===== src/hdl/core_pkg.sv =====
package core_pkg;

  parameter int DATA_WIDTH     = 32;
  parameter int REG_ADDR_WIDTH = 5;
  parameter int NUM_REGS       = 32;

  // Instruction word layout
  parameter int OPCODE_MSB = 31;
  parameter int OPCODE_LSB = 28;
  parameter int RD_MSB     = 27;
  parameter int RD_LSB     = 23;
  parameter int RS_MSB     = 22;
  parameter int RS_LSB     = 18;
  parameter int RT_MSB     = 17;
  parameter int RT_LSB     = 13;
  parameter int IMM_WIDTH  = 16;

  // Unlisted encodings execute as OP_ADD
  typedef enum logic [3:0] {
    OP_ADD = 4'd0,
    OP_SUB = 4'd1,
    OP_AND = 4'd2,
    OP_OR  = 4'd3,
    OP_XOR = 4'd4,
    OP_SLT = 4'd5,
    OP_MUL = 4'd6,
    OP_LI  = 4'd7
  } op_t;

endpackage


===== src/hdl/reg_file.sv =====
`timescale 1ns/1ps

module reg_file
  import core_pkg::*;
(
  input  logic                      clock,
  input  logic                      rst_n,
  input  logic [REG_ADDR_WIDTH-1:0] rf_a_addr,
  input  logic [REG_ADDR_WIDTH-1:0] rf_b_addr,
  output logic [DATA_WIDTH-1:0]     rf_a_data,
  output logic [DATA_WIDTH-1:0]     rf_b_data,
  input  logic                      retire_valid,
  input  logic [REG_ADDR_WIDTH-1:0] retire_reg,
  input  logic [DATA_WIDTH-1:0]     retire_data
);

  logic [DATA_WIDTH-1:0] regs [NUM_REGS];

  always_ff @(posedge clock) begin
    if (!rst_n) begin
      for (int i = 0; i < NUM_REGS; i++) begin
        regs[i] <= '0;
      end
    end else if (retire_valid && retire_reg != '0) begin
      regs[retire_reg] <= retire_data;
    end
  end

  // r0 is hardwired to zero
  assign rf_a_data = (rf_a_addr == '0) ? '0 : regs[rf_a_addr];
  assign rf_b_data = (rf_b_addr == '0) ? '0 : regs[rf_b_addr];

endmodule


===== config.mk =====
export PLATFORM = sky130hd
export DESIGN_NAME = reg_file
export DESIGN_NICKNAME = d
export VERILOG_FILES = /design/src/hdl/core_pkg.sv /design/src/hdl/reg_file.sv
export SDC_FILE = /design/constraint.sdc
export NUM_CORES = 2
export LEC_CHECK = 0
export ABC_AREA = 1
export BUFFER_PORTS_ARGS = -buffer_cell sky130_fd_sc_hd__clkbuf_2
export CELL_PAD_IN_SITES_DETAIL_PLACEMENT = 1
export CELL_PAD_IN_SITES_GLOBAL_PLACEMENT = 2
export CORE_MARGIN = 2
export CORE_UTILIZATION = 41
export CTS_CLUSTER_DIAMETER = 50
export DETAILED_ROUTE_END_ITERATION = 16
export GPL_ROUTABILITY_DRIVEN = 1
export PLACE_DENSITY = 0.86
export SYNTH_ARGS = -nofsm -noshare
export SYNTH_HDL_FRONTEND = slang
export SYNTH_SLANG_ARGS = --single-unit

===== constraint.sdc =====
create_clock -name clock -period 6.6 [get_ports clock]
set_input_delay 0.99 -clock clock [delete_from_list [all_inputs] [get_ports clock]]
set_output_delay 0.99 -clock clock [all_outputs]
set_load 0.1 [all_outputs]

==> flow_metrics.tcl <==
set metrics [dict create \
    critPathRequiredTime_ps 5610 \
    fin_nets 7106 \
    layout_common_cells "nand2_1, nor2_1, edfxtp_1" \
    ios 114 \
    irDropWorstVdd_mv 0.280 \
    slew_violations 0 \
    syn_inst 7255 \
    maxSlewHeadroom_pct 11.8 \
    routedWlPerCell_um 29.4 \
    critical_path_class "in -> out" \
    die_area_mm2 0.141 \
    fillCellCount 16453 \
    postCtsHoldBufs 0 \
    die_h_um 376 \
    core_mm2 0.137 \
    tightest_slew_ps 1320 \
    largest_reg_flops 1024 \
    grt_pass1_wl_mm 378 \
    cts_tree "done" \
    synth_cell_types 20 \
    min_to "regs[10][3]" \
    top_regs "regs: 1024 flops" \
    path_clk_slew_ps 60 \
    setup_violations 0 \
    finish.utilization_pct 46.0 \
    p_leak_nw 26.0 \
    rsz0062_at_grt "false" \
    top_register "regs" \
    dieWidth_um 376 \
    status "finished, final reports clean" \
    cap_violations 0 \
    end_kind "output pin" \
    htreeDepth 4 \
    fin_crit_ps 5500 \
    final_common_cell "nand2_1" \
    whs_path_depth 4 \
    cts_resized 0 \
    clock_sinks 1024 \
    initial_core_util_pct 41.3 \
    portBuffers 113 \
    syn_avg_cell_area_um2 7.81 \
    postRouteWirelength_mm 264 \
    dr_total_vias 54880 \
    cts_setup_buffers 0 \
    arrival_ps 4510 \
    viasPerCell 6.12 \
    drive_gt1_share_pct 7.57 \
    finalHoldViolCount 0 \
    min_path_type "in -> reg" \
    yosys_register_bits 1024 \
    rows 136 \
    fin_setup_tns_ps 0 \
    placed_cells 8702 \
    drt_iter0_drc 6612 \
    grt_max_degree 157 \
    drc 0 \
    track_usage_pct 36.7 \
    antenna_found_initial 1 \
    hpwl_mm 141 \
    fmax_mhz 182 \
    timing.final.crit_share_pct 83.3 \
    power.density_mw_per_mm2 289 \
    netlist_area_mm2 0.0567 \
    clock_path_buffers 3 \
    startpoint_type "input port" \
    cts_buffers 146 \
    place_congestion 0.847 \
    hold_path.startpoint "retire_data[3]" \
    grt_pass1_vias 55506 \
    synth_warnings 0 \
    clockRootBuffer "clkbuf_16" \
    syn_to_final_growth_pct 11.4 \
    path_max_fanout 139 \
    drt_pass1_iterations 6 \
    ys_seq_area_share_pct 54.3 \
    finalPower_mw 18.3 \
    final_cells 8966 \
    overflow 0 \
    drtAntennaViolNets 0 \
]
-- layout make-up --
cell class / count / area [um2] / area share [%]
Inverter: 156 / 624 / 0.989
Tap cell: 1794 / 2240 / 3.56
Clock buffer: 162 / 3780 / 5.98
Multi-Input combinational cell: 5478 / 22800 / 36.2
Clock inverter: 100 / 982 / 1.56
Timing Repair Buffer: 250 / 1910 / 3.02
Sequential cell: 1024 / 30700 / 48.7
Antenna cell: 2 / 5.00 / 0.00793
-- power by group --
part | internal [mW] | switching (mW)
sequential | 7.53 | 0.191
combinational | 0.549 | 2.11
clock | 4.75 | 3.14
-- how the worst max path moves through the flow --
stage,from,to,cells past startpoint
after floorplan,rf_b_addr[0],rf_b_data[21],13
after global placement,rf_b_addr[0],rf_b_data[6],10
after detailed placement,rf_b_addr[0],rf_b_data[0],10
after CTS,rf_b_addr[0],rf_b_data[0],10
after global routing,rf_b_addr[0],rf_b_data[6],10
final,rf_b_addr[0],rf_b_data[6],10
-- worst max-delay path, stage by stage --
cell and delay (ps):
buf_8 190, inv_8 800, buf_4 700, nor2_1 70, o21ai_0 410, nand2_1 150
nand3_1 110, nor2_1 80, nor2_1 420, buf_4 390
-- metrics by stage --
step | setup slack [ps] | area (um2) | hold slack [ps]
after CTS | 1380 | 63100 | 763
after global routing | 1160 | 63100 | 810
after detailed placement | 1390 | 58400 | 1600
after floorplan | 2290 | 56800 | 1230
after global placement | 1320 | 58400 | 1590
final | 1100 | 63100 | 797
-- cells by family after synthesis --
group	Yosys count	synth area share, %
DFF	1024	54.3
AOI/OAI and AO/OA	579	5.22
and+or+nand+nor	4867	34.4
other	1	0.00662
buffers and inverters	784	6.06
-- synthesized netlist by cell type (all sizes together) --
| master | n | share of area, % |
|---|---|---|
| inv | 153 | 1.0 |
| nor2 | 1790 | 12 |
| o21ai | 435 | 3.8 |
| nor3 | 8 | 0.071 |
| conb | 1 | 0.0066 |
| a21oi | 121 | 1.1 |
| nand2 | 2084 | 14 |
| edfxtp | 1024 | 54 |
| buf | 339 | 3.1 |
| o211ai | 23 | 0.30 |
| clkinv | 3 | 0.020 |
| clkbuf | 289 | 1.9 |
| nand3 | 984 | 8.7 |
| nand4 | 1 | 0.011 |
-- routing by layer --
metal / global-route usage (%) / vias up / wire length [um]
met5: 0 / - / 0
met4: 19.5 / 0 / 15200
met3: 6.98 / 748 / 25500
met2: 58.5 / 3032 / 121000
met1: 47.3 / 27728 / 103000
li1: - / 23372 / -
No activity file was read; power rests on OpenSTA's default activity.
