--- config.mk ---
export PLATFORM = sky130hd
export DESIGN_NAME = issue_queue
export DESIGN_NICKNAME = d
export VERILOG_FILES = /design/src/hdl/core_pkg.sv /design/src/hdl/issue_queue.sv
export SDC_FILE = /design/constraint.sdc
export NUM_CORES = 1
export LEC_CHECK = 0
export BUFFER_PORTS_ARGS = -buffer_cell sky130_fd_sc_hd__buf_2
export CAP_MARGIN = 20
export CORE_UTILIZATION = 40
export CTS_CLUSTER_DIAMETER = 50
export CTS_CLUSTER_SIZE = 16
export DETAILED_ROUTE_END_ITERATION = 12
export PLACE_DENSITY = 0.61
export SYNTH_ARGS = -nofsm -noshare
export SYNTH_HDL_FRONTEND = slang
export SYNTH_SLANG_ARGS = --single-unit
--- constraint.sdc ---
create_clock -name clock -period 4.55 [get_ports clock]
set_input_delay 0.455 -clock clock [delete_from_list [all_inputs] [get_ports clock]]
set_output_delay 0.455 -clock clock [all_outputs]
set_load 0.01 [all_outputs]
--- src/hdl/core_pkg.sv ---
package core_pkg;

  parameter int DATA_WIDTH     = 32;
  parameter int REG_ADDR_WIDTH = 5;
  parameter int NUM_REGS       = 32;

  // Instruction word layout
  parameter int OPCODE_MSB = 31;
  parameter int OPCODE_LSB = 28;
  parameter int RD_MSB     = 27;
  parameter int RD_LSB     = 23;
  parameter int RS_MSB     = 22;
  parameter int RS_LSB     = 18;
  parameter int RT_MSB     = 17;
  parameter int RT_LSB     = 13;
  parameter int IMM_WIDTH  = 16;

  // Unlisted encodings execute as OP_ADD
  typedef enum logic [3:0] {
    OP_ADD = 4'd0,
    OP_SUB = 4'd1,
    OP_AND = 4'd2,
    OP_OR  = 4'd3,
    OP_XOR = 4'd4,
    OP_SLT = 4'd5,
    OP_MUL = 4'd6,
    OP_LI  = 4'd7
  } op_t;

endpackage

--- src/hdl/issue_queue.sv ---
`timescale 1ns/1ps

module issue_queue
  import core_pkg::*;
#(
  parameter int IQ_DEPTH  = 4,
  parameter int ROB_DEPTH = 8
) (
  input  logic                         clock,
  input  logic                         rst_n,
  input  logic                         alloc,
  input  op_t                          dec_op,
  input  logic [REG_ADDR_WIDTH-1:0]    dec_rs,
  input  logic [REG_ADDR_WIDTH-1:0]    dec_rt,
  input  logic [IMM_WIDTH-1:0]         dec_imm,
  input  logic [$clog2(ROB_DEPTH)-1:0] alloc_slot,
  input  logic                         pop,
  output logic                         iq_full,
  output logic                         iq_empty,
  output op_t                          iq_op,
  output logic [REG_ADDR_WIDTH-1:0]    iq_rs,
  output logic [REG_ADDR_WIDTH-1:0]    iq_rt,
  output logic [IMM_WIDTH-1:0]         iq_imm,
  output logic [$clog2(ROB_DEPTH)-1:0] iq_slot
);

  localparam int PTR_W  = $clog2(IQ_DEPTH);
  localparam int CNT_W  = $clog2(IQ_DEPTH + 1);
  localparam int SLOT_W = $clog2(ROB_DEPTH);

  op_t                       op_mem   [IQ_DEPTH];
  logic [REG_ADDR_WIDTH-1:0] rs_mem   [IQ_DEPTH];
  logic [REG_ADDR_WIDTH-1:0] rt_mem   [IQ_DEPTH];
  logic [IMM_WIDTH-1:0]      imm_mem  [IQ_DEPTH];
  logic [SLOT_W-1:0]         slot_mem [IQ_DEPTH];

  logic [PTR_W-1:0] head;
  logic [PTR_W-1:0] tail;
  logic [CNT_W-1:0] count;

  function automatic logic [PTR_W-1:0] next_ptr(input logic [PTR_W-1:0] ptr);
    return (ptr == PTR_W'(IQ_DEPTH - 1)) ? '0 : ptr + 1'b1;
  endfunction

  always_ff @(posedge clock) begin
    if (!rst_n) begin
      head  <= '0;
      tail  <= '0;
      count <= '0;
    end else begin
      if (alloc) begin
        tail <= next_ptr(tail);
      end
      if (pop) begin
        head <= next_ptr(head);
      end
      count <= count + CNT_W'(alloc) - CNT_W'(pop);
    end
  end

  always_ff @(posedge clock) begin
    if (alloc) begin
      op_mem[tail]   <= dec_op;
      rs_mem[tail]   <= dec_rs;
      rt_mem[tail]   <= dec_rt;
      imm_mem[tail]  <= dec_imm;
      slot_mem[tail] <= alloc_slot;
    end
  end

  assign iq_full  = (count == CNT_W'(IQ_DEPTH));
  assign iq_empty = (count == '0);
  assign iq_op    = op_mem[head];
  assign iq_rs    = rs_mem[head];
  assign iq_rt    = rt_mem[head];
  assign iq_imm   = imm_mem[head];
  assign iq_slot  = slot_mem[head];

endmodule

==> out/metrics.yaml <==
syn_inst: 217
critPathKind: "flop to output pin"
post_cts_buffers: 0
reg2reg_setup_slack_ns: 2.81
ys_seq_elements: 141
cts_tree: "done"
power_uw: 3020
timing.rr.start: "count[0]"
ir_drop_v: 0.000245
synthFlopType: "edfxtp_1"
place_ws_ns: 2.09
ant_nets: 0
rsz0062_at_grt: "no"
synth.yosys.seq_area_share_pct: 78.7
worst_slew_pin_slew_ns: 0.939
die-area_mm2: 0.0136
grt_max_degree: 34
die_height_um: 117
firstDrtPassIters: 4
synth_top_cell_area_share_pct: 75.3
routedWlPerCell_um: 18.3
die_x_um: 117
avgSynthCellArea_um2: 24.3
worstSetupEndpointType: "output pin"
max-slew-margin-rel_pct: 37.4
io_pins: 72
met3WireLength_um: 570
root_buffer: "clkbuf_16"
clock_sinks: 141
power_density_mw_per_mm2: 479
path_clk_slew_ns: 0.05
yosys_warnings: 0
async_flop_share_pct: 0
synth_most_common_cell: "edfxtp_1"
clk-insertion-delay-late_ns: 0.41
finalMaxSlewViolations: 0
drive_above_1_share_pct: 42.2
fin_area_mm2: 0.00630
fin_ws_ns: 1.77
synth-edff-count: 132
period_share_pct: 61.0
drt-met1-wl_mm: 3.80
p_int_uw: 2400
combPwrFrac_pct: 8.0
crit_required_ns: 4.09
power_switching_share_pct: 20.6
yosysUniqueCellTypes: 20
r2r_cells: 7
n_fill_cell: 1087
seqPwrFrac_pct: 50.1
finalSetupViolations: 0
hold_viol_final: 0
max_freq_mhz: 360
route.detailed.drc: 0
maxCapViolCount: 0
ys_top_cells_by_count: "edfxtp_1, mux4_2, dfxtp_1"
grt_pass1_wl_mm: 13.8
port_buffers: 71
wirelength_mm: 8.86
wl_met2_mm: 4.35
pwr-share-clk_pct: 41.9
finClkSkew_ns: 0.00770
gp_congestion: 0.644
hold-path-endpoint: "imm_mem[2][6]"
syn_nets: 262
synthTopCellsByArea: "edfxtp_1, mux4_2, dfxtp_1, ha_1, mux4_1"
cts_resized: 0
start_util_pct: 41.4
rows: 41
startpoint_type: "flop"
critPathMaxFanout: 20
cts.path.max_buffers: 2
gr-total-overflow: 0
grt_pass1_vias: 2561
vias_per_cell: 4.91
cts.hold.buffers_added: 0
layout_min_cycle_time_ns: 2.78
placed_cell_area_mm2: 0.00576
cp_data_arrival_time_ns: 2.32
worstHoldPathCells: 1
drt_iter0_markers: 233
htree_num_levels: 4
grt_use_total_pct: 14.8
antenna_found_initial: 2
hp-class: "input pin to flop"
finalNetCount: 345
vias: 2379
dpl.hpwl_mm: 5.21
cts_buffers: 17
hold_start: "dec_imm[6]"
rr_endpoint: "count[2]"
top_layer: "met5"
num_antenna_cells: 0
core_mm2: 0.0127
finalSetupTns_ns: 0
yosysTopAreaCell: "edfxtp_1"
netlist_area_mm2: 0.00527
area_growth_pct: 19.7
cellLeakagePower_uw: 0.00218
status: "finished, final reports clean"
p_switching_uw: 621
-- state kept, by name, summed over array words and instances, names as in the netlist, named ones only --
register  count
rs_mem       20
imm_mem      64
tail          2
slot_mem     12
head          2
op_mem       16
rt_mem       20
count         3
-- logic make-up after synthesis --
logic type                 synth area share [%]
adders and majority gates                  2.04
buffers and inverters                      2.21
DFF                                        78.7
and+or+nand+nor                            1.71
xor gates and xnor gates                  0.451
AOI/OAI and AO/OA                         0.190
muxes                                      14.7
-- cell usage in the layout, fill, tap and decap left out --
cell type,count
a21oi_1,2
and2_1,2
and2_2,4
and3_1,1
buf_2,71
buf_4,1
bufinv_16,2
clkbuf_1,5
clkbuf_16,17
clkinv_1,5
clkinv_2,2
clkinv_4,1
dfxtp_1,7
dfxtp_2,2
edfxtp_1,132
fa_1,1
ha_1,7
inv_1,7
mux2i_1,2
mux4_1,3
mux4_2,30
nand2b_1,2
nor2_1,3
nor3_1,1
or3b_2,2
xor3_1,1
-- area by class of cell --
type                            instances  area, µm²  share of cell area (%)
Clock inverter                         10       97.6                    1.55
Sequential cell                       141       4150                    65.8
Timing Repair Buffer                   72        363                    5.76
Multi-Input combinational cell         61       1010                    16.0
Tap cell                              172        215                    3.41
Clock buffer                           22        444                    7.05
Inverter                                7       26.3                   0.417
-- layer usage --
metal,vias to the layer above,global-route usage (%)
li1,1068,-
met1,1222,17.6
met2,72,23.1
met3,13,7.16
met4,4,6.33
met5,-,0
-- through the flow --
| stage | utilization (%) | std cells | hold WS (ns) |
|---|---|---|---|
| 2_1_floorplan | - | 217 | 0.476 |
| 3_3_place_gp | 45.3 | 453 | 0.491 |
| 3_5_place_dp | 45.3 | 453 | 0.494 |
| 4_1_cts | 49.5 | 485 | 0.230 |
| 5_1_grt | 49.5 | 485 | 0.234 |
| 6_report | 49.5 | 485 | 0.258 |
-- power groups by stage --
stage          Clock (µW)  Combinational, µW  Sequential (µW)
2_1_floorplan           0                170             1520
3_3_place_gp            0                244             1540
3_5_place_dp            0                247             1540
4_1_cts              1300                248             1520
5_1_grt              1350                267             1520
6_report             1270                241             1510
-- worst max-delay path, stage by stage, from the launching register on --
cell,delay (ns)
dfxtp_2,0.64
buf_4,0.47
mux4_1,0.63
buf_2,0.16
-- worst max-delay path by stage --
stage / startpoint / endpoint / slack [ns]
detailed placement: flop / iq_rt[3] / 2.09
global route: flop / iq_rt[3] / 1.55
finish: flop / iq_rt[3] / 1.77
floorplan: pop / count[2] / 2.78
CTS: flop / iq_rt[3] / 1.64
global placement: flop / iq_rt[3] / 2.09
No activity file was read; power rests on OpenSTA's default activity.
