File: src/hdl/core_pkg.sv
package core_pkg;

  parameter int DATA_WIDTH     = 32;
  parameter int REG_ADDR_WIDTH = 5;
  parameter int NUM_REGS       = 32;

  // Instruction word layout
  parameter int OPCODE_MSB = 31;
  parameter int OPCODE_LSB = 28;
  parameter int RD_MSB     = 27;
  parameter int RD_LSB     = 23;
  parameter int RS_MSB     = 22;
  parameter int RS_LSB     = 18;
  parameter int RT_MSB     = 17;
  parameter int RT_LSB     = 13;
  parameter int IMM_WIDTH  = 16;

  // Unlisted encodings execute as OP_ADD
  typedef enum logic [3:0] {
    OP_ADD = 4'd0,
    OP_SUB = 4'd1,
    OP_AND = 4'd2,
    OP_OR  = 4'd3,
    OP_XOR = 4'd4,
    OP_SLT = 4'd5,
    OP_MUL = 4'd6,
    OP_LI  = 4'd7
  } op_t;

endpackage

File: src/hdl/decode_stage.sv
`timescale 1ns/1ps

module decode_stage
  import core_pkg::*;
(
  input  logic                      clock,
  input  logic                      rst_n,
  input  logic                      inst_valid,
  input  logic [OPCODE_MSB:0]       inst_word,
  input  logic                      iq_full,
  input  logic                      rob_full,
  output logic                      stall,
  output logic                      alloc,
  output op_t                       dec_op,
  output logic [REG_ADDR_WIDTH-1:0] dec_rd,
  output logic [REG_ADDR_WIDTH-1:0] dec_rs,
  output logic [REG_ADDR_WIDTH-1:0] dec_rt,
  output logic [IMM_WIDTH-1:0]      dec_imm
);

  logic                held_valid;
  logic [OPCODE_MSB:0] held_word;
  logic                accept;

  // Held entry moves on once both queue and reorder buffer have room
  assign alloc  = held_valid && !iq_full && !rob_full;
  assign stall  = held_valid && !alloc;
  assign accept = inst_valid && !stall;

  always_ff @(posedge clock) begin
    if (!rst_n) begin
      held_valid <= 1'b0;
    end else if (accept) begin
      held_valid <= 1'b1;
    end else if (alloc) begin
      held_valid <= 1'b0;
    end
  end

  always_ff @(posedge clock) begin
    if (accept) begin
      held_word <= inst_word;
    end
  end

  assign dec_op  = op_t'(held_word[OPCODE_MSB:OPCODE_LSB]);
  assign dec_rd  = held_word[RD_MSB:RD_LSB];
  assign dec_rs  = held_word[RS_MSB:RS_LSB];
  assign dec_rt  = held_word[RT_MSB:RT_LSB];
  assign dec_imm = held_word[IMM_WIDTH-1:0];

endmodule

File: config.mk
export PLATFORM = sky130hd
export DESIGN_NAME = decode_stage
export DESIGN_NICKNAME = d
export VERILOG_FILES = /design/src/hdl/core_pkg.sv /design/src/hdl/decode_stage.sv
export SDC_FILE = /design/constraint.sdc
export NUM_CORES = 1
export LEC_CHECK = 0
export BUFFER_PORTS_ARGS = -buffer_cell sky130_fd_sc_hd__buf_2
export CAP_MARGIN = 20
export CORE_MARGIN = 2
export CORE_UTILIZATION = 35
export DETAILED_ROUTE_END_ITERATION = 8
export HOLD_SLACK_MARGIN = 0.05
export PLACE_DENSITY = 0.85
export SLEW_MARGIN = 30
export SYNTH_ARGS = -nofsm -noshare
export SYNTH_HDL_FRONTEND = slang
export SYNTH_SLANG_ARGS = --single-unit
File: constraint.sdc
create_clock -name clock -period 2.55 [get_ports clock]
set_input_delay 0.3825 -clock clock [delete_from_list [all_inputs] [get_ports clock]]
set_output_delay 0.3825 -clock clock [all_outputs]
set_load 0.03 [all_outputs]
==> insert_results.sql <==
INSERT INTO impl_metrics (metric_group, metric, value, unit) VALUES
('outcome', 'status', 'completed', ''),
('pwr', 'power_dissipated_by_switching_net_loads', '0.264', 'mW'),
('timing', 'finalHoldViolCount', '0', ''),
('clock_network', 'post_cts.resized_instances', '0', ''),
('setup_path', 'startpoint_types', 'register', ''),
('finish', 'layout-area-overhead-vs-synth', '42.8', '%'),
('timing', 'timing.fmax', '703', 'MHz'),
('die', 'die_height', '58.3', 'microns'),
('route', 'routed_wl_per_cell', '12.6', 'microns'),
('timing', 'grt_setup_unrepaired', 'no', ''),
('synthesis', 'ys_warn_count', '0', ''),
('timing', 'max_slew_margin', '74.0', '%'),
('synthesis', 'synth.net_count', '77', ''),
('finish', 'seqCellArea', '981', 'sq um'),
('synthesis', 'netlist_top_cells_area', 'sky130_fd_sc_hd__edfxtp_1, sky130_fd_sc_hd__buf_4, sky130_fd_sc_hd__dfxtp_1, sky130_fd_sc_hd__o21a_1, sky130_fd_sc_hd__nor3b_1', ''),
('route', 'first_pass_iters', '2', ''),
('setup_path', 'worstReg2RegEnd', 'held_word[14]', ''),
('synthesis', 'postSynth.asyncResetShare', '0', '%'),
('pwr', 'p_comb_share', '14.0', '%'),
('synthesis', 'synth_seq_area_share', '95.0', '%'),
('clock_network', 'clockRootBuffer', 'sky130_fd_sc_hd__clkbuf_4', ''),
('finish', 'final_core_area_utilization', '53.0', '%'),
('place', 'port-buffer-count', '73', ''),
('run', 'maxCapViolations', '0', ''),
('synthesis', 'syn-cell-area', '1030', 'sq um'),
('global_route', 'grt_pass1_wl', '2.86', 'mm'),
('clock_network', 'postCtsSetupBuffers', '0', ''),
('die', 'die_area', '3400', 'sq um'),
('setup_path', 'critical_path.reg2reg.startpoint', 'held_valid', ''),
('worst_hold_path', 'cell_count_of_the_worst_hold_path', '1', ''),
('pwr', 'total_leakage_power', '0.650', 'nW'),
('worst_hold_path', 'worstHoldPathType', 'in -> reg', ''),
('setup_path', 'timing.setup.critical_path_class', 'reg -> out', ''),
('die', 'die_width', '58.3', 'microns'),
('clock_network', 'post_cts_hold_buffer_count', '0', ''),
('pwr', 'internal_power', '0.777', 'mW'),
('timing', 'timing.final.max_slew_violations', '0', ''),
('setup_path', 'regToRegSetupSlack', '1.29', 'ns'),
('synthesis', 'synth_flop_cell', 'sky130_fd_sc_hd__edfxtp_1', ''),
('synthesis', 'yosysMostFrequentCell', 'sky130_fd_sc_hd__edfxtp_1', ''),
('finish', 'drive_above_1_share', '68.1', '%'),
('timing', 'worstMarginPinSlew', '0.389', 'ns'),
('timing', 'period_minus_slack', '1.42', 'ns'),
('synthesis', 'syn_area_per_cell', '25.8', 'sq um'),
('timing', 'setup_viol_count_final', '0', ''),
('finish', 'nNetsFinal', '155', ''),
('worst_hold_path', 'worstHoldEndpoint', 'held_word[4]', ''),
('route', 'detail_route.drc_violations', '0', ''),
('setup_path', 'critPathRequiredTime', '2.17', 'ns'),
('synthesis', 'netlist_top_cells_count', 'sky130_fd_sc_hd__edfxtp_1, sky130_fd_sc_hd__buf_4, sky130_fd_sc_hd__o21a_1', ''),
('clock_network', 'register_clock_pin_slew_on_the_reported_worst_setup_and_hold_paths', '0.10', 'ns'),
('timing', 'finalCritPeriodShare', '55.8', '%'),
('global_route', 'grt_start_max_net_pins', '33', ''),
('clock_network', 'cts_tree', 'built', ''),
('die', 'placeableCoreArea', '2780', 'sq um'),
('timing', 'post-route-worst-setup-slack', '1.13', 'ns'),
('global_route', 'grt_use_total', '12.1', '%'),
('pwr', 'power.density_cell_area', '706', 'nW/um^2'),
('route', 'route.final.wire_length', '1.89', 'mm'),
('setup_path', 'worstSetupEndpointType', 'output port', ''),
('route', 'detailedRoute.firstIterationViolations', '5', ''),
('synthesis', 'synth-edff-count', '32', ''),
('route', 'vias_per_cell', '4.33', ''),
('place', 'detailedPlace.worstSlack', '1.00', 'ns'),
('route', 'antenna_left', '0', ''),
('pwr', 'power.ir.vdd_worst', '0.000518', 'V'),
('synthesis', 'synth_top_cell_by_area', 'sky130_fd_sc_hd__edfxtp_1', ''),
('clock_network', 'cts.htree.levels', '2', ''),
('pwr', 'pwr-share-clk', '24.5', '%'),
('die', 'ios', '74', ''),
('clock_network', 'clock_latency', '0.31', 'ns');
==> final cells by class <==
| cell class | instances | area share, % |
|---|---|---|
| Clock inverter | 3 | 0.849 |
| Tap cell | 31 | 2.63 |
| Timing Repair Buffer | 74 | 25.3 |
| Clock buffer | 5 | 2.55 |
| Sequential cell | 33 | 66.6 |
| Multi-Input combinational cell | 4 | 2.12 |
==> critical path, cell delays in order (launching register included) <==
cell and delay, ns:
sky130_fd_sc_hd__dfxtp_1 0.34, sky130_fd_sc_hd__o21a_1 0.17, sky130_fd_sc_hd__buf_2 0.21
==> metrics by stage <==
stage | power, mW | std cells
5_1_grt | 1.10 | 150
4_1_cts | 1.06 | 150
2_1_floorplan | 0.743 | 40
6_report | 1.04 | 150
3_3_place_gp | 0.797 | 142
3_5_place_dp | 0.802 | 142
==> routing by layer <==
metal / global-route usage, % / vias to the layer above / part of all wire [%]
met1: 10.3 / 293 / 32
met4: 4.98 / 0 / 0
li1: - / 314 / -
met3: 8.13 / 0 / 12
met2: 21.7 / 42 / 57
met5: 0 / - / 0
==> power groups by stage <==
stage	combinational [mW]	clock (mW)	sequential (mW)
6_report	0.146	0.255	0.640
5_1_grt	0.155	0.299	0.644
4_1_cts	0.149	0.270	0.641
3_5_place_dp	0.148	0	0.653
3_3_place_gp	0.145	0	0.651
2_1_floorplan	0.0262	0	0.717
==> state kept, by name (all words and copies together), names as in the netlist <==
name and flops:
held_word 32, held_valid 1
==> cell families after synthesis <==
| logic type | synth area share (%) |
|---|---|
| flip-flops | 95.0 |
| buffers and inverters | 2.18 |
| AND/OR/NAND/NOR | 1.33 |
| AO/OA/AOI/OAI | 1.45 |
==> worst max path at each step <==
stage | startpoint | to | slack [ns] | cells past startpoint
CTS | held_valid | stall | 1.11 | 2
global route | held_valid | stall | 1.04 | 2
finish | held_valid | stall | 1.13 | 2
floorplan | iq_full | held_word[0] | 0.55 | 2
detailed placement | iq_full | held_word[29] | 1.00 | 4
global placement | iq_full | held_word[16] | 1.05 | 4
==> cells in the final DEF (no fill, tap or decap) <==
cell type                  count
sky130_fd_sc_hd__nor2b_2       1
sky130_fd_sc_hd__buf_2        73
sky130_fd_sc_hd__edfxtp_1     32
sky130_fd_sc_hd__dfxtp_1       1
sky130_fd_sc_hd__o21a_1        2
sky130_fd_sc_hd__clkinv_1      2
sky130_fd_sc_hd__buf_4         1
sky130_fd_sc_hd__clkbuf_4      5
sky130_fd_sc_hd__clkinv_2      1
sky130_fd_sc_hd__nor3b_1       1
No activity file was read; power rests on OpenSTA's default activity.
