## config.mk

```make
export PLATFORM = sky130hd
export DESIGN_NAME = exec_units
export DESIGN_NICKNAME = d
export VERILOG_FILES = /design/src/hdl/core_pkg.sv /design/src/hdl/exec_units.sv
export SDC_FILE = /design/constraint.sdc
export NUM_CORES = 1
export LEC_CHECK = 0
export ABC_AREA = 1
export BUFFER_PORTS_ARGS = -buffer_cell sky130_fd_sc_hd__buf_2
export CAP_MARGIN = 20
export CORE_ASPECT_RATIO = 0.8
export CORE_MARGIN = 4
export CORE_UTILIZATION = 50
export DETAILED_ROUTE_END_ITERATION = 10
export PLACE_DENSITY = 0.7
export SYNTH_ARGS = -nofsm -noshare
export SYNTH_HDL_FRONTEND = slang
export SYNTH_SLANG_ARGS = --single-unit
```

## constraint.sdc

```tcl
create_clock -name clock -period 8.5 [get_ports clock]
set_input_delay 0 -clock clock [delete_from_list [all_inputs] [get_ports clock]]
set_output_delay 0 -clock clock [all_outputs]
set_load 0.01 [all_outputs]
```

## src/hdl/core_pkg.sv

```systemverilog
package core_pkg;

  parameter int DATA_WIDTH     = 32;
  parameter int REG_ADDR_WIDTH = 5;
  parameter int NUM_REGS       = 32;

  // Instruction word layout
  parameter int OPCODE_MSB = 31;
  parameter int OPCODE_LSB = 28;
  parameter int RD_MSB     = 27;
  parameter int RD_LSB     = 23;
  parameter int RS_MSB     = 22;
  parameter int RS_LSB     = 18;
  parameter int RT_MSB     = 17;
  parameter int RT_LSB     = 13;
  parameter int IMM_WIDTH  = 16;

  // Unlisted encodings execute as OP_ADD
  typedef enum logic [3:0] {
    OP_ADD = 4'd0,
    OP_SUB = 4'd1,
    OP_AND = 4'd2,
    OP_OR  = 4'd3,
    OP_XOR = 4'd4,
    OP_SLT = 4'd5,
    OP_MUL = 4'd6,
    OP_LI  = 4'd7
  } op_t;

endpackage

```

## src/hdl/exec_units.sv

```systemverilog
`timescale 1ns/1ps

module exec_units
  import core_pkg::*;
#(
  parameter int ROB_DEPTH   = 8,
  parameter int MUL_LATENCY = 3
) (
  input  logic                         clock,
  input  logic                         rst_n,
  input  logic                         alu_go,
  input  logic                         mul_go,
  input  op_t                          ex_op,
  input  logic [DATA_WIDTH-1:0]        ex_a,
  input  logic [DATA_WIDTH-1:0]        ex_b,
  input  logic [IMM_WIDTH-1:0]         ex_imm,
  input  logic [$clog2(ROB_DEPTH)-1:0] ex_slot,
  output logic                         alu_wr_valid,
  output logic [$clog2(ROB_DEPTH)-1:0] alu_wr_slot,
  output logic [DATA_WIDTH-1:0]        alu_wr_data,
  output logic                         mul_wr_valid,
  output logic [$clog2(ROB_DEPTH)-1:0] mul_wr_slot,
  output logic [DATA_WIDTH-1:0]        mul_wr_data
);

  localparam int SLOT_W = $clog2(ROB_DEPTH);

  logic [DATA_WIDTH-1:0]  alu_result;
  logic [MUL_LATENCY-1:0] mul_valid;
  logic [SLOT_W-1:0]      mul_slot [MUL_LATENCY];
  logic [DATA_WIDTH-1:0]  mul_prod [MUL_LATENCY];

  always_comb begin
    case (ex_op)
      OP_SUB:  alu_result = ex_a - ex_b;
      OP_AND:  alu_result = ex_a & ex_b;
      OP_OR:   alu_result = ex_a | ex_b;
      OP_XOR:  alu_result = ex_a ^ ex_b;
      OP_SLT:  alu_result = {{(DATA_WIDTH-1){1'b0}}, $signed(ex_a) < $signed(ex_b)};
      OP_LI:   alu_result = {{(DATA_WIDTH-IMM_WIDTH){1'b0}}, ex_imm};
      default: alu_result = ex_a + ex_b;
    endcase
  end

  always_ff @(posedge clock) begin
    if (!rst_n) begin
      alu_wr_valid <= 1'b0;
    end else begin
      alu_wr_valid <= alu_go;
    end
  end

  always_ff @(posedge clock) begin
    alu_wr_slot <= ex_slot;
    alu_wr_data <= alu_result;
  end

  // Multiplier pipeline keeps the low half of the product
  always_ff @(posedge clock) begin
    if (!rst_n) begin
      mul_valid <= '0;
    end else begin
      mul_valid[0] <= mul_go;
      for (int i = 1; i < MUL_LATENCY; i++) begin
        mul_valid[i] <= mul_valid[i-1];
      end
    end
  end

  always_ff @(posedge clock) begin
    mul_slot[0] <= ex_slot;
    mul_prod[0] <= ex_a * ex_b;
    for (int i = 1; i < MUL_LATENCY; i++) begin
      mul_slot[i] <= mul_slot[i-1];
      mul_prod[i] <= mul_prod[i-1];
    end
  end

  assign mul_wr_valid = mul_valid[MUL_LATENCY-1];
  assign mul_wr_slot  = mul_slot[MUL_LATENCY-1];
  assign mul_wr_data  = mul_prod[MUL_LATENCY-1];

endmodule

```

==> metrics.log, run 1 <==
INFO  metric synth_area_per_cell = 7.34 um2
INFO  metric grt_first_pass_wirelength = 126 mm
INFO  metric core = 0.0502 mm2
INFO  metric post_route_wl = 79.4 mm
INFO  metric share_of_layout_cells_above_drive_strength_1 = 7.46%
INFO  metric cts_repair_resize_count = 0
INFO  metric max_fanout_on_critical_path = 32
INFO  metric run_status = finished, final reports clean
INFO  metric synth-compound-area-share = 8.46%
INFO  metric synth_top_family_by_area = adder cells
INFO  metric die_h = 211 um
INFO  metric grt_start_max_net_pins = 36
INFO  metric post_synth_mux_area_share = 0%
INFO  metric final_critical_path_setup_slack = 2.01 ns
INFO  metric clockRootBuffer = clkbuf_16
INFO  metric yosys.area_share.xor_xnor = 1.54%
INFO  metric finish.net_count = 4258
INFO  metric synth.cell_area = 0.0257 mm2
INFO  metric first_iter_violations = 2104
INFO  metric vias = 22242
INFO  metric postRouteAntennaNets = 0
INFO  metric synth_seq_area_share = 11.0%
INFO  metric asyncSetResetFlopFracSynth = 0%
INFO  metric cts_hold_repair.buffers = 29
INFO  metric clock_sink_count = 141
INFO  metric drv.max_cap_violation_count = 0
INFO  metric synth-edff-count = 0
INFO  metric cts-buffers-inserted = 17
INFO  metric dp.final_hpwl = 63.0 mm
INFO  metric rows = 73
INFO  metric tightest_slew = 1.05 ns
INFO  metric grt_setup_unrepaired = no
INFO  metric dr.pass1.iters = 6
INFO  metric all_layer_global_routing_usage = 29.8%
INFO  metric post_synth_and_or_nand_nor_area_fraction = 18.9%
INFO  metric cts_post_setup_buffers_inserted = 0
INFO  metric hp-class = in -> reg
INFO  metric io_pins = 163
INFO  metric startpoint_type = input pin
INFO  metric portBuffers = 162
INFO  metric grt_overflow_total = 0
INFO  metric r2r_setup_slack = 7.95 ns
INFO  metric synth.ff_latch_count = 141
INFO  metric post_synth_fa_ha_maj_area_fraction = 42.6%
INFO  metric wl_per_cell = 18.8 um
INFO  metric die-area = 0.0551 mm2
INFO  metric cts.htree.levels = 4
INFO  metric final.setup.tns = 0 ns
INFO  metric final-hold-violation-count = 0
INFO  metric grt_antenna_before_repair = 5
INFO  metric syn_inst = 3497
INFO  metric syn_to_final_growth = 6.67%
INFO  metric timing.critical_path.arrival = 6.86 ns
INFO  metric crit_required = 8.87 ns
INFO  metric final.min_clock_period = 6.49 ns
INFO  metric clkSlewWorstSetupHoldPaths = 0.07 ns
INFO  metric clock_latency = 0.46 ns
INFO  metric final.setup_skew = 0.00773 ns
INFO  metric place_congestion = 0.981
INFO  metric net_count_after_synthesis = 4217
INFO  metric end_kind = register
INFO  metric drc = 0
INFO  metric layout_worst_path_cycle_share = 76.4%
INFO  metric grt_pass1_vias = 22306
INFO  metric chipWidth = 261 um
INFO  metric mean_number_of_vias_per_cell = 5.26
INFO  metric final_max_slew_viol_count = 0
INFO  metric cts_max_path_buffers = 2
INFO  metric tritoncts = done
INFO  metric initial_utilization = 51.1%
INFO  metric finalSetupViolations = 0
INFO  metric max_clock_freq = 154 MHz
INFO  metric max_slew_margin = 29.6%
INFO  metric worst_slack_at_placement = 1.68 ns
INFO  metric count_of_different_cell_masters_after_synthesis = 57
INFO  metric ys_dominant_reg_cell = dfxtp_1
INFO  metric timing.setup.critical_path_class = in -> reg
INFO  metric yosysWarningCount = 0
[routing by layer]
layer	vias up	part of all wire, %	GRT usage [%]
met5	-	0.043	0
met4	6	3.3	9.61
met3	158	11	8.43
met2	1116	43	45.4
met1	10642	42	41.4
li1	10320	-	-
[layout make-up]
| cell class | count | area, um2 |
|---|---|---|
| clock inverter | 12 | 163 |
| antenna | 2 | 5.00 |
| multi-input combinational | 2225 | 18400 |
| clock buffer | 19 | 443 |
| sequential | 141 | 2820 |
| timing repair buffer | 200 | 1170 |
| inverter | 953 | 3580 |
| tap | 675 | 845 |
| fill | 4881 | 22800 |
[placed cells by master (no fill, tap or decap), types with 10 or more instances in the layout]
cell type / instances
inv_1: 933
nand2_1: 862
fa_1: 410
ha_1: 219
buf_2: 162
dfxtp_1: 141
a21oi_1: 139
nor2_1: 136
nand3_1: 117
o21ai_0: 80
xor2_1: 32
dlygate4sd3_1: 29
o21ai_1: 24
a221oi_1: 21
inv_2: 19
o22ai_1: 19
clkbuf_16: 17
nand4_1: 16
nor3_1: 14
xnor2_1: 13
nand3b_1: 12
o21bai_1: 11
a21oi_2: 10
[worst max-delay path, cell delays in order]
cell     delay, ns
buf_2         0.63
nand2_1       0.19
fa_1          0.59
inv_1         0.05
fa_1          0.47
inv_1         0.05
fa_1          0.47
inv_1         0.05
fa_1          0.49
fa_1          0.52
inv_1         0.06
fa_1          0.44
fa_1          0.48
fa_1          0.55
inv_1         0.06
ha_1          0.38
a21oi_1       0.35
o21ai_0       0.16
a21oi_1       0.15
o21ai_0       0.10
nor2_1        0.34
inv_1         0.08
nand3_1       0.09
nand2_1       0.05
[metrics by stage]
stage / area [um2] / hold slack (ns) / util [%] / cells
6_report: 27400 / 0.0951 / 54.5 / 4227
2_1_floorplan: 25700 / 0.0277 / - / 3497
3_5_place_dp: 26500 / 0.104 / 52.7 / 4165
5_1_grt: 27400 / 0.0945 / 54.5 / 4227
3_3_place_gp: 26500 / 0.102 / 52.7 / 4165
4_1_cts: 27400 / 0.0425 / 54.5 / 4225
[kinds of logic (layout without fill, tap and decap cells)]
| kind of cell | count (synthesis) | count (layout) |
|---|---|---|
| adders and majority gates | 629 | 629 |
| xor gates and xnor gates | 45 | 45 |
| AOI/OAI and AO/OA | 361 | 361 |
| DFF | 141 | 141 |
| buffers and inverters | 1131 | 1184 |
| other | 0 | 2 |
| and+or+nand+nor | 1190 | 1190 |
[final timing paths]
kind | end | depth (start not counted) | startpoint
worst max-delay path | mul_prod[0][31]$_DFF_P_ | 24 | ex_b[2]
worst max register to register | mul_prod[0][63]$_DFF_P_ | 0 | mul_prod[0][31]$_DFF_P_
worst min register to register | mul_prod[0][93]$_DFF_P_ | 0 | mul_prod[0][61]$_DFF_P_
worst min-delay path | alu_wr_data[24]$_DFF_P_ | 5 | ex_op[0]
[Yosys cell counts, drive strengths merged, types with 2 or more instances]
cell type,instances,share of area (%)
inv,952,14
o211ai,9,0.28
o21a,5,0.15
a221oi,21,0.72
o22ai,19,0.46
a21oi,150,3.1
nor4,2,0.049
clkbuf,79,1.2
o2111ai,6,0.20
o21bai,15,0.56
buf,99,2.4
ha,219,11
a31oi,6,0.15
a21boi,4,0.12
xor2,32,1.1
nand4,16,0.39
a2111oi,2,0.068
a21o,9,0.26
or2,5,0.12
nor2,145,2.2
xnor2,13,0.44
nor3,18,0.45
a211oi,4,0.12
fa,410,32
nand3b,12,0.35
dfxtp,141,11
o21ai,106,2.1
nand3,122,2.5
nand2,869,13
[registers in the layout, summed over array words and instances (netlist names)]
signal	flops
mul_prod	96
alu_wr_data	32
mul_slot	7
mul_valid	3
alu_wr_slot	2
alu_wr_valid	1
Power of run 1 is left out: the tool's default activity adds up to more than one toggle a clock period on the data nets, which glitch-free logic cannot reach.
==> run 2: changes to the inputs <==
==> constraint.sdc (replaced) <==
create_clock -name clock -period 6.8 [get_ports clock]
set_input_delay 0 -clock clock [delete_from_list [all_inputs] [get_ports clock]]
set_output_delay 0 -clock clock [all_outputs]
set_load 0.01 [all_outputs]
==> run 2 against run 1 <==
  * Worst setup slack got worse by 1.3 ns
  * Clock-buffer cell count fell by 1
  * Flip-flop and latch count did not move
  * Cell area rose by 1.1%
  * Cell count rose by 0.92%
  * Core utilization rose by 0.58 points
  * Clock skew rose by 0.00077 ns
  * First-iteration DRC count rose by 7.9%
  * Routed wire length fell by 2.2%
  * Critical path type unchanged
  * Critical endpoint unchanged
==> metrics.log, run 2 (synthesis results as in run 1) <==
INFO  metric run_status = finished, final reports clean
INFO  metric most-common-layout-cells = inv_1 (933), nand2_1 (862), fa_1 (410)
INFO  metric r2r_setup_slack = 6.23 ns
INFO  metric tritoncts = done
INFO  metric clock_latency = 0.47 ns
INFO  metric core = 0.0502 mm2
INFO  metric portBuffers = 162
INFO  metric max_fanout_on_critical_path = 21
INFO  metric place_congestion = 1.01
INFO  metric final.setup.tns = 0 ns
INFO  metric dp.final_hpwl = 64.4 mm
INFO  metric cts_max_path_buffers = 2
INFO  metric tightest_slew = 1.04 ns
INFO  metric timing.critical_path.arrival = 6.54 ns
INFO  metric r2r_end = mul_prod[0][63]$_DFF_P_
INFO  metric max_slew_margin = 30.7%
INFO  metric grt_setup_unrepaired = no
INFO  metric finish.net_count = 4298
INFO  metric mean_number_of_vias_per_cell = 5.25
INFO  metric final-hold-violation-count = 0
INFO  metric layout_worst_path_cycle_share = 90.2%
INFO  metric r2r_cells = 0
INFO  metric crit_required = 7.21 ns
INFO  metric vias = 22392
INFO  metric rows = 73
INFO  metric startpoint_type = input pin
INFO  metric final.setup_skew = 0.00850 ns
INFO  metric share_of_layout_cells_above_drive_strength_1 = 8.50%
INFO  metric drc = 0
INFO  metric timing.critical_path.from = ex_a[14]
INFO  metric max_clock_freq = 163 MHz
INFO  metric largest-register = mul_prod
INFO  metric dr.pass1.iters = 6
INFO  metric die_h = 211 um
INFO  metric finalSetupViolations = 0
INFO  metric syn_to_final_growth = 7.80%
INFO  metric io_pins = 163
INFO  metric die-area = 0.0551 mm2
INFO  metric cts.htree.levels = 4
INFO  metric final.min_clock_period = 6.13 ns
INFO  metric grt_start_max_net_pins = 33
INFO  metric end_kind = register
INFO  metric post_route_wl = 77.6 mm
INFO  metric all_layer_global_routing_usage = 29.3%
INFO  metric number_of_flip_flops_under_the_largest_register_name = 96
INFO  metric chipWidth = 261 um
INFO  metric final_core_util = 55.1%
INFO  metric clkSlewWorstSetupHoldPaths = 0.08 ns
INFO  metric grt_pass1_vias = 22576
INFO  metric clock_sink_count = 141
INFO  metric timing.setup.critical_path_class = in -> reg
INFO  metric cts-buffers-inserted = 17
INFO  metric first_iter_violations = 2270
INFO  metric clockRootBuffer = clkbuf_16
INFO  metric grt_first_pass_wirelength = 125 mm
INFO  metric grt_overflow_total = 0
INFO  metric top_regs = mul_prod x96, alu_wr_data x32, mul_slot x7
INFO  metric initial_utilization = 51.1%
INFO  metric hp-class = in -> reg
INFO  metric postRouteAntennaNets = 0
INFO  metric mostFrequentLayoutCell = inv_1
INFO  metric grt_antenna_before_repair = 5
INFO  metric number_of_filler_instances_in_the_final_layout = 4826
INFO  metric crit_path_end = mul_prod[0][31]$_DFF_P_
INFO  metric wl_per_cell = 18.2 um
INFO  metric rr_startpoint = mul_prod[0][31]$_DFF_P_
INFO  metric drv.max_cap_violation_count = 0
INFO  metric final_max_slew_viol_count = 0
==> run 2: layout make-up <==
type                       count  area (um2)  share of cell area, %
antenna                        2        5.00                 0.0181
clock buffer                  18         439                   1.59
clock inverter                12         140                  0.506
inverter                     953        3580                   12.9
multi-input combinational   2225       18400                   66.3
sequential                   141        2820                   10.2
tap                          675         845                   3.05
timing repair buffer         240        1490                   5.37
==> run 2: worst max-delay path: stages <==
cell and delay (ns):
buf_2 0.45, ha_1 0.40, fa_1 0.49, fa_1 0.54, fa_1 0.47, fa_1 0.52, inv_1 0.06, fa_1 0.55
inv_1 0.06, fa_1 0.49, fa_1 0.53, fa_1 0.43, ha_1 0.43, nand2_1 0.16, nor2_1 0.17, nand2_1 0.11
nor4_1 0.19, nand2_1 0.11, inv_1 0.08, nor2_1 0.08, inv_1 0.07, nand3_1 0.07, nand2_1 0.06
==> run 2: worst min path at each step <==
stage          cells after the start  slack [ns]                 endpoint  startpoint
6_report                           5        0.07  alu_wr_data[24]$_DFF_P_    ex_op[0]
5_1_grt                            5        0.09  alu_wr_data[24]$_DFF_P_    ex_op[0]
4_1_cts                            5        0.04  alu_wr_data[24]$_DFF_P_    ex_op[0]
3_5_place_dp                       1        0.10   alu_wr_slot[0]$_DFF_P_  ex_slot[0]
3_3_place_gp                       1        0.10   mul_slot[0][2]$_DFF_P_  ex_slot[2]
2_1_floorplan                      0        0.03   alu_wr_slot[0]$_DFF_P_  ex_slot[0]
==> run 2: per-layer routing <==
| metal | up-vias | part of all wire (%) | global-route usage (%) |
|---|---|---|---|
| li1 | 10400 | - | - |
| met1 | 10716 | 42 | 40.8 |
| met2 | 1112 | 43 | 44.8 |
| met3 | 156 | 11 | 7.46 |
| met4 | 8 | 3.6 | 10.4 |
| met5 | - | 0.059 | 0 |
==> run 2: metrics by stage <==
step / area, um2 / setup slack [ns] / cells / hold WS [ns]
2_1_floorplan: 25700 / 0.800 / 3497 / 0.0277
3_3_place_gp: 26800 / 0.326 / 4205 / 0.103
3_5_place_dp: 26800 / 0.305 / 4205 / 0.105
4_1_cts: 27600 / 0.778 / 4263 / 0.0374
5_1_grt: 27700 / 0.426 / 4265 / 0.0876
6_report: 27700 / 0.667 / 4266 / 0.0724
==> run 2: what timing repair did <==
| action | 4_1_cts | 5_1_grt |
|---|---|---|
| hold buffers | 28 | 0 |
| buffers inserted | 0 | 0 |
| hold endpoints to repair | 27 | 0 |
| resized for setup | 0 | 0 |
Power of run 2 is left out for the same reason.
